## src/source/nnConfigPkg.sv

```systemverilog
package nnConfigPkg;

	// Network shape.
	localparam int NumInputs = 15;
	localparam int NumHidden = 4;
	localparam int NeuronsPerBank = 2;
	localparam int NumClasses = 3;

	// Activations and weights share one signed byte width.
	localparam int ActWidth = 8;

	// Wide enough for 15 full-scale products plus bias without overflow.
	localparam int AccWidth = 20;

	// Hidden activations are clipped to this ceiling after ReLU.
	localparam int ActMax = 127;

	localparam int ClassIdxWidth = 2;

	// Input strobe to output pulse.
	// Three stages in the neuron banks, two in the classifier.
	localparam int Latency = 5;

endpackage

```

## src/source/nnWeightsPkg.sv

```systemverilog
package nnWeightsPkg;

	import nnConfigPkg::*;

	// Hidden layer, one row per neuron, one column per input activation.
	localparam logic signed [ActWidth-1:0] HiddenWeights [NumHidden][NumInputs] = '{
		'{
			8'sd54, -8'sd12, 8'sd31, 8'sd7, -8'sd45,
			8'sd22, 8'sd68, -8'sd9, 8'sd15, -8'sd33,
			8'sd40, 8'sd3, -8'sd27, 8'sd11, 8'sd19
		},
		'{
			-8'sd20, 8'sd47, -8'sd8, 8'sd36, 8'sd12,
			-8'sd51, 8'sd5, 8'sd29, -8'sd16, 8'sd44,
			-8'sd7, 8'sd58, 8'sd21, -8'sd38, 8'sd9
		},
		'{
			8'sd13, 8'sd25, -8'sd42, -8'sd17, 8'sd60,
			8'sd8, -8'sd30, 8'sd49, 8'sd35, -8'sd6,
			8'sd18, -8'sd24, 8'sd52, 8'sd27, -8'sd11
		},
		'{
			-8'sd37, 8'sd6, 8'sd28, 8'sd55, -8'sd14,
			8'sd39, -8'sd22, -8'sd3, 8'sd48, 8'sd16,
			-8'sd59, 8'sd10, 8'sd33, -8'sd26, 8'sd41
		}
	};

	// Neuron 1 has a negative bias, so an all-zero input leaves it at zero.
	localparam logic signed [ActWidth-1:0] HiddenBias [NumHidden] = '{
		8'sd12,
		-8'sd20,
		8'sd5,
		8'sd30
	};

	// Output layer, one row per class, one column per hidden neuron.
	localparam logic signed [ActWidth-1:0] OutputWeights [NumClasses][NumHidden] = '{
		'{8'sd45, -8'sd20, 8'sd10, -8'sd15},
		'{-8'sd12, 8'sd38, -8'sd25, 8'sd18},
		'{8'sd8, -8'sd14, 8'sd41, 8'sd22}
	};

	localparam logic signed [ActWidth-1:0] OutputBias [NumClasses] = '{
		8'sd4,
		-8'sd6,
		8'sd2
	};

endpackage

```

## src/source/denseClassifier.sv

```systemverilog
`timescale 1ns/1ps

module denseClassifier
	import nnConfigPkg::*;
(
	input  logic                              clk,
	input  logic                              reset,
	input  logic                              inValid,
	input  logic [NumInputs*ActWidth-1:0]     inVector,
	output logic                              outValid,
	output logic [ClassIdxWidth-1:0]          classIndex,
	output logic signed [AccWidth-1:0]        classScore
);

	logic hiddenValid;
	logic [NeuronsPerBank*ActWidth-1:0] bankAct0;
	logic [NeuronsPerBank*ActWidth-1:0] bankAct1;
	logic [NumHidden*ActWidth-1:0] hiddenAct;

	// Bank 0 supplies the lower hidden neurons.
	assign hiddenAct = {bankAct1, bankAct0};

	neuronBank #(
		.FirstNeuron(0)
	) bank0 (
		.clk(clk),
		.reset(reset),
		.inValid(inValid),
		.inVector(inVector),
		.hiddenValid(hiddenValid),
		.hiddenAct(bankAct0)
	);

	// Same timing as bank 0, so its strobe is not needed.
	neuronBank #(
		.FirstNeuron(NeuronsPerBank)
	) bank1 (
		.clk(clk),
		.reset(reset),
		.inValid(inValid),
		.inVector(inVector),
		.hiddenValid(),
		.hiddenAct(bankAct1)
	);

	outputClassifier classifier (
		.clk(clk),
		.reset(reset),
		.hiddenValid(hiddenValid),
		.hiddenAct(hiddenAct),
		.outValid(outValid),
		.classIndex(classIndex),
		.classScore(classScore)
	);

endmodule

```

## src/source/neuronBank.sv

```systemverilog
`timescale 1ns/1ps

module neuronBank
	import nnConfigPkg::*;
	import nnWeightsPkg::*;
#(
	parameter int FirstNeuron = 0
)
(
	input  logic                                 clk,
	input  logic                                 reset,
	input  logic                                 inValid,
	input  logic [NumInputs*ActWidth-1:0]        inVector,
	output logic                                 hiddenValid,
	output logic [NeuronsPerBank*ActWidth-1:0]   hiddenAct
);

	logic signed [ActWidth-1:0] actReg [NumInputs];
	logic inValidReg;

	logic signed [AccWidth-1:0] sumNext [NeuronsPerBank];
	logic signed [AccWidth-1:0] sumReg [NeuronsPerBank];
	logic sumValid;

	// ReLU on the true sign bit, then clip to the activation ceiling.
	function automatic logic [ActWidth-1:0] clipRelu(input logic signed [AccWidth-1:0] sum);
		if (sum[AccWidth-1])
			return '0;
		else if (sum > AccWidth'(ActMax))
			return ActWidth'(ActMax);
		else
			return sum[ActWidth-1:0];
	endfunction

	// Stage 1 captures the input vector.
	always_ff @(posedge clk)
	begin
		if (reset)
		begin
			inValidReg <= 1'b0;
			for (int i = 0; i < NumInputs; i++)
				actReg[i] <= '0;
		end
		else
		begin
			inValidReg <= inValid;
			for (int i = 0; i < NumInputs; i++)
				actReg[i] <= inVector[i*ActWidth +: ActWidth];
		end
	end

	// Signed products are formed at accumulator width.
	always_comb
	begin
		for (int n = 0; n < NeuronsPerBank; n++)
		begin
			sumNext[n] = AccWidth'(HiddenBias[FirstNeuron + n]);
			for (int i = 0; i < NumInputs; i++)
				sumNext[n] = sumNext[n] + actReg[i] * HiddenWeights[FirstNeuron + n][i];
		end
	end

	// Stage 2 holds the weighted sums.
	always_ff @(posedge clk)
	begin
		if (reset)
		begin
			sumValid <= 1'b0;
			for (int n = 0; n < NeuronsPerBank; n++)
				sumReg[n] <= '0;
		end
		else
		begin
			sumValid <= inValidReg;
			for (int n = 0; n < NeuronsPerBank; n++)
				sumReg[n] <= sumNext[n];
		end
	end

	// Stage 3 holds the clipped activations.
	always_ff @(posedge clk)
	begin
		if (reset)
		begin
			hiddenValid <= 1'b0;
			hiddenAct <= '0;
		end
		else
		begin
			hiddenValid <= sumValid;
			for (int n = 0; n < NeuronsPerBank; n++)
				hiddenAct[n*ActWidth +: ActWidth] <= clipRelu(sumReg[n]);
		end
	end

	hiddenValidKnown: assert property (@(posedge clk) disable iff (reset)
		!$isunknown(hiddenValid))
		else $error("neuronBank %0d: hiddenValid is unknown", FirstNeuron);

	for (genvar n = 0; n < NeuronsPerBank; n++)
	begin : clipCheck
		actWithinCeiling: assert property (@(posedge clk) disable iff (reset)
			hiddenValid |-> (hiddenAct[n*ActWidth +: ActWidth] <= ActMax))
			else $error("neuron %0d activation above ceiling", FirstNeuron + n);
	end

endmodule

```

## src/source/outputClassifier.sv

```systemverilog
`timescale 1ns/1ps

module outputClassifier
	import nnConfigPkg::*;
	import nnWeightsPkg::*;
(
	input  logic                              clk,
	input  logic                              reset,
	input  logic                              hiddenValid,
	input  logic [NumHidden*ActWidth-1:0]     hiddenAct,
	output logic                              outValid,
	output logic [ClassIdxWidth-1:0]          classIndex,
	output logic signed [AccWidth-1:0]        classScore
);

	logic signed [AccWidth-1:0] scoreNext [NumClasses];
	logic signed [AccWidth-1:0] scoreReg [NumClasses];
	logic scoreValid;

	logic [ClassIdxWidth-1:0] bestIdx;
	logic signed [AccWidth-1:0] bestScore;

	// Hidden activations are unsigned, so a zero bit is prepended before the signed multiply.
	always_comb
	begin
		for (int c = 0; c < NumClasses; c++)
		begin
			scoreNext[c] = AccWidth'(OutputBias[c]);
			for (int h = 0; h < NumHidden; h++)
				scoreNext[c] = scoreNext[c]
					+ $signed({1'b0, hiddenAct[h*ActWidth +: ActWidth]}) * OutputWeights[c][h];
		end
	end

	// Stage 4 holds the class scores.
	always_ff @(posedge clk)
	begin
		if (reset)
		begin
			scoreValid <= 1'b0;
			for (int c = 0; c < NumClasses; c++)
				scoreReg[c] <= '0;
		end
		else
		begin
			scoreValid <= hiddenValid;
			for (int c = 0; c < NumClasses; c++)
				scoreReg[c] <= scoreNext[c];
		end
	end

	// Strict compare keeps the lowest index on a tie.
	always_comb
	begin
		bestIdx = '0;
		bestScore = scoreReg[0];
		for (int c = 1; c < NumClasses; c++)
		begin
			if (scoreReg[c] > bestScore)
			begin
				bestIdx = ClassIdxWidth'(c);
				bestScore = scoreReg[c];
			end
		end
	end

	// Stage 5 holds the winner.
	always_ff @(posedge clk)
	begin
		if (reset)
		begin
			outValid <= 1'b0;
			classIndex <= '0;
			classScore <= '0;
		end
		else
		begin
			outValid <= scoreValid;
			classIndex <= bestIdx;
			classScore <= bestScore;
		end
	end

	classIndexInRange: assert property (@(posedge clk) disable iff (reset)
		outValid |-> (classIndex < NumClasses))
		else $error("classIndex %0d out of range", classIndex);

	// Every hidden strobe yields one output pulse two cycles on, and no pulse comes from elsewhere.
	pulseFollowsHidden: assert property (@(posedge clk) disable iff (reset)
		hiddenValid |-> ##2 outValid)
		else $error("outValid missing two cycles after hiddenValid");

	pulseHasSource: assert property (@(posedge clk) disable iff (reset)
		outValid |-> $past(hiddenValid, 2))
		else $error("outValid without hiddenValid two cycles earlier");

endmodule

```

## config.mk

```make
export PLATFORM = sky130hd
export DESIGN_NAME = denseClassifier
export DESIGN_NICKNAME = d
export VERILOG_FILES = /design/src/source/nnConfigPkg.sv /design/src/source/nnWeightsPkg.sv /design/src/source/denseClassifier.sv /design/src/source/neuronBank.sv /design/src/source/outputClassifier.sv
export SDC_FILE = /design/constraint.sdc
export NUM_CORES = 2
export LEC_CHECK = 0
export ABC_AREA = 0
export BUFFER_PORTS_ARGS = -buffer_cell sky130_fd_sc_hd__buf_2
export CORE_ASPECT_RATIO = 1.1
export CORE_MARGIN = 3
export CORE_UTILIZATION = 50
export DETAILED_ROUTE_END_ITERATION = 10
export GPL_TIMING_DRIVEN = 0
export PLACE_DENSITY = 0.65
export SLEW_MARGIN = 5
export SYNTH_ARGS = -nofsm -noshare
export SYNTH_HDL_FRONTEND = slang
export SYNTH_HIERARCHICAL = 1
export SYNTH_SLANG_ARGS = --single-unit
```

## constraint.sdc

```tcl
create_clock -name clk -period 9 [get_ports clk]
set_input_delay 1.8 -clock clk [delete_from_list [all_inputs] [get_ports clk]]
set_output_delay 1.8 -clock clk [all_outputs]
set_load 0.01 [all_outputs]
```

# Word-level counts from Yosys, hierarchy flattened

Memory sizes are Yosys's and may differ from the RTL's.
Index checks and enable logic that the tools add are counted.

$add $sub $neg: 74
Multipliers: 67
Order comparisons: 6
Muxes and demuxes: 48
Bitwise operators: 37
Reduce and logical (&&, ||, !) cells: 9

Operators by type and width:

| kind                                                 | number |
|---|---|
| adder 20 bit                                         | 63 |
| 2-to-1 mux 8 bit                                     | 30 |
| multiplier 8 x 6 -> 14 bit (second input constant)   | 15 |
| multiplier 8 x 5 -> 13 bit (second input constant)   | 16 |
| multiplier 8 x 7 -> 15 bit (second input constant)   | 12 |
| 2-to-1 mux 20 bit                                    | 9 |
| multiplier 8 x 4 -> 12 bit (second input constant)   | 10 |
| multiplier 8 x 3 -> 11 bit (second input constant)   | 9 |
| > comparator 20 x 8 -> 1 bit (second input constant) | 4 |
| adder 4 x 20 -> 20 bit (first input constant)        | 3 |
| adder 6 x 20 -> 20 bit (first input constant)        | 2 |
| > comparator 20 bit                                  | 2 |
| OR 1 bit                                             | 37 |
| 2-to-1 mux 7 bit                                     | 4 |
| multiplier 9 x 4 -> 13 bit (second input constant)   | 2 |
| adder 20 x 11 -> 20 bit                              | 1 |
| adder 20 x 12 -> 20 bit                              | 1 |
| adder 5 x 20 -> 20 bit (first input constant)        | 1 |
| negation 8 -> 17 bit                                 | 1 |
| negation 8 -> 16 bit                                 | 1 |
| multiplier 9 x 6 -> 15 bit (second input constant)   | 1 |
| multiplier 9 x 5 -> 14 bit (second input constant)   | 1 |
| adder 2 x 11 -> 12 bit (first input constant)        | 1 |
| multiplier 9 x 3 -> 12 bit (second input constant)   | 1 |
| 4 further kinds                                      | 14 |

Flip-flop bits (word level): 59
RAM bits: 380
Bits of input ports: 123
Output and inout bits: 23
Word-level logic and storage cells: 262
Memories: 5

Memory list:

| name                | words | width | rd ports | clocked after memory_dff | write ports | RTL line               | text |
|---|---|---|---|---|---|---|---|
| bank0.actReg        | 15    | 8     | 15       | 0                        | 15          | neuronBank.sv:18       | `logic signed [ActWidth-1:0] actReg [NumInputs];` |
| bank1.actReg        | 15    | 8     | 15       | 0                        | 15          | neuronBank.sv:18       |  |
| classifier.scoreReg | 3     | 20    | 3        | 0                        | 3           | outputClassifier.sv:17 | `logic signed [AccWidth-1:0] scoreReg [NumClasses];` |
| bank0.sumReg        | 2     | 20    | 2        | 0                        | 2           | neuronBank.sv:22       | `logic signed [AccWidth-1:0] sumReg [NeuronsPerBank];` |
| bank1.sumReg        | 2     | 20    | 2        | 0                        | 2           | neuronBank.sv:22       |  |

# Logic depth before layout (Yosys ltp)

An unclocked memory read counts as a cell.

Depth after elaboration: 18
Gate-level depth with buffers: 39
Depth with buffers taken out: 39

# By module

Netlist, hierarchy kept.

Modules (own cells, without submodules):

| module              | instances | cells each | area each (um2) |
|---|---|---|---|
| neuronBank at bank0 | 1         | 3611       | 37329.6 |
| neuronBank at bank1 | 1         | 3429       | 35190.0 |
| outputClassifier    | 1         | 1543       | 13799.5 |

# Worst setup path before layout

OpenSTA, ideal clock, no wires.

Kind: register -> register
Start: mem bank1.actReg[2][2]
End: mem bank1.sumReg[0][16]
Library setup time: 121 ps
Data arrival time: 9336 ps
Required time: 8879 ps
Path slack: -456 ps
Stages on the path, launching flop included: 33
Clock period less this slack: 9456 ps
Path through: dfxtp_1 > inv_1 > ha_1 > inv_1 > ha_1 > fa_1 > fa_1 > fa_1 > a21o_1 > a21oi_2 > o21ai_1 > or4_1 > o311ai_1 > xnor2_1 > fa_1 > fa_1 > fa_1 > fa_1 > fa_1 > inv_1 > fa_1 > fa_1 > inv_1 > fa_1 > inv_1 > fa_1 > inv_1 > ha_1 > a21o_1 > a21o_1 > a21o_1 > a41oi_1 > mux2_2

RTL lines:

| item               | RTL line |
|---|---|
| start: declaration | neuronBank.sv:18 |
| end: declaration   | neuronBank.sv:22 |

==> impl_metrics.csv <==
group,metric,value,unit
floorplan,io_pins,146,
place,io_buffers,145,
final_layout,multiInputGateArea,69900,µm²
global_routing,antenna_found_initial,29,
status,violations,"setup timing",
cts,cts_buffer_depth,3,
timing,worstMarginPinSlew,1.33,ns
floorplan,start_util,50.4,%
route,wl_per_cell,23.7,µm
cts,cts-root-buf,"clkbuf_16",
final_layout,regArea,8930,µm²
timing,fin_crit,9.78,ns
floorplan,core_area,171000,µm²
timing,grt_setup_unrepaired,"true",
place,place_ws,-1.58,ns
worst_setup_path,start_kind,"register",
global_routing,grt_pass1_vias,64100,
global_routing,grt_max_degree,21,
cts,cts_made_buffers,54,
worst_setup_path,endpoint_kind,"register",
final_layout,fill_cells,15000,
synthesis,synth_area,86200,µm²
status,outcome,"finished with violations",
timing,relSlewSlack,11.4,%
timing,setup_viol,18,
worst_setup_path,path_class,"register to register",
route,drt-pass1-iter-count,5,
route,ant_nets,0,
synthesis,ys.warnings.count,6,
job,drv_cap,0,
timing,drv_slew,0,
global_routing,track_usage,30.4,%
worst_setup_path,cp_common_cell,"fa_1",
route,drc,0,
place,hpwl,236000,µm
worst_setup_path,cp_data_arrival_time,10.32,ns
floorplan,dieArea,178000,µm²
route,wirelength,266000,µm
floorplan,die_w,402,µm
global_routing,grt_first_pass_wirelength,396000,µm
cts,cts-hold-fix-buffers,0,
worst_setup_path,crit_required,9.54,ns
synthesis,syn_inst,8577,
cts,path_clk_slew,0.07,ns
synthesis,synth_area_per_cell,10.1,µm²
timing,timing.fmax,102,MHz
global_routing,grt-ovfl-total,0,
cts,h-tree-depth,2,
cts,clkSinkCount,438,
worst_setup_path,critPathMaxFanout,4,
worst_setup_path,slowest_stage,"fa_1",
timing,fin_crit_sh,109,%
place,gp_congestion,1.02,
final_layout,nets,12300,
final_layout,areaGrowthSynthToFinish,10.8,%
route,drt_first_iter_violations,3821,
timing,hold_violations,0,
cts,cts_tree,"yes",
route,viasPerCell,5.25,
route,vias,58800,
timing,setup_ws,-0.781,ns
final_layout,final_layout_size_suffix_gt1_share,10.4,%
floorplan,dieHeight,442,µm
cts,clock_latency,0.68,ns
floorplan,rows,159,
worst_setup_path,crit_path_max_incr_delay,0.61,ns
timing,finalClockSkew,0.0344,ns
hold_path,hp-class,"register to register",
-- registers in the layout, summed over array words and instances (netlist names) --
signal and count:
bank0/actReg 120, bank1/sumReg 40, classifier/scoreReg 59, bank0/sumValid 1
classifier/outValid 1, bank1/hiddenAct 16, bank0/hiddenValid 1, bank0/sumReg 40
bank0/hiddenAct 16, classifier/classScore 20, bank1/actReg 120, classifier/classIndex 2
bank0/inValidReg 1, classifier/scoreValid 1
-- repair_timing --
action,4_1_cts,5_1_grt
setup endpoints to repair,39,38
setup buffers,85,39
resized for setup,408,217
gates cloned,0,0
hold endpoints to repair,0,0
pin swaps,255,249
-- area by class of cell --
| class | instances | area share (%) |
|---|---|---|
| inverter | 2623 | 10.3 |
| timing repair buffer | 262 | 1.79 |
| multi-input combinational | 5455 | 73.2 |
| antenna | 15 | 0.0393 |
| clock inverter | 30 | 0.440 |
| tap | 2254 | 2.95 |
| sequential | 438 | 9.35 |
| clock buffer | 70 | 1.61 |
| buffer | 62 | 0.263 |
-- worst paths after layout --
check	start	to	cells after the start	slack [ns]
worst max-delay path	bank1/actReg[2][6]$_SDFF_PP0_	bank1/sumReg[0][18]$_SDFF_PP0_	32	-0.78
worst min-delay path	bank1/sumReg[0][1]$_SDFF_PP0_	bank1/hiddenAct[1]$_SDFF_PP0_	1	0.43
worst min register to register	bank1/sumReg[0][1]$_SDFF_PP0_	bank1/hiddenAct[1]$_SDFF_PP0_	1	0.43
worst max register to register	bank1/actReg[2][6]$_SDFF_PP0_	bank1/sumReg[0][18]$_SDFF_PP0_	32	-0.78
-- layout by cell type (no fill, tap or decap), types with 26 or more instances in the layout --
master,n
inv_1,2546
fa_1,1563
ha_1,1532
dfxtp_1,376
nor2b_1,333
xnor2_1,265
nor2_1,250
a21oi_1,178
buf_2,147
xor2_1,125
nand2_1,109
a21o_1,102
buf_4,96
o21ai_0,90
ha_4,76
fa_2,70
inv_2,68
o21a_1,66
clkbuf_1,60
clkbuf_16,56
o21bai_1,49
nor3_1,47
a21oi_2,39
nand3_1,36
dfxtp_4,34
xnor2_2,32
a211oi_2,29
dfxtp_2,28
mux2i_1,26
-- through the flow --
step / util [%] / hold WS, ns / TNS [ns] / cells / instance area (µm²)
3_3_place_gp: 52.6 / 0.426 / -30.70 / 11000 / 89900
4_1_cts: 55.1 / 0.438 / -6.89 / 11200 / 94300
2_1_floorplan: - / 0.414 / -0.576 / 8579 / 86400
6_report: 55.8 / 0.434 / -6.73 / 11200 / 95500
3_5_place_dp: 52.6 / 0.425 / -33.35 / 11000 / 89900
5_1_grt: 55.8 / 0.453 / -13.05 / 11200 / 95500
-- layer usage --
metal  up-vias  share of wire, %  global-route usage [%]  routed length (µm)
met5         -             0.026                       0                  69
met2      1782                47                    50.4              124000
met3       427               7.3                    5.10               19300
li1      26600                 -                       -                   -
met4        10               4.4                    11.1               11700
met1     30000                42                    40.3              111000
-- critical path, delay by kind of cell, from the launching register on --
kind	cells	cell delay, ns
buffers and inverters	7	0.55
adder cells (fa/ha/maj)	15	6.79
flip-flops	1	0.36
AO/OA/AOI/OAI	5	0.91
multiplexers	1	0.32
AND/OR/NAND/NOR	4	0.71
Power is not shown: default switching activity piles up to over one toggle a cycle in this logic, so the estimate is an artifact.
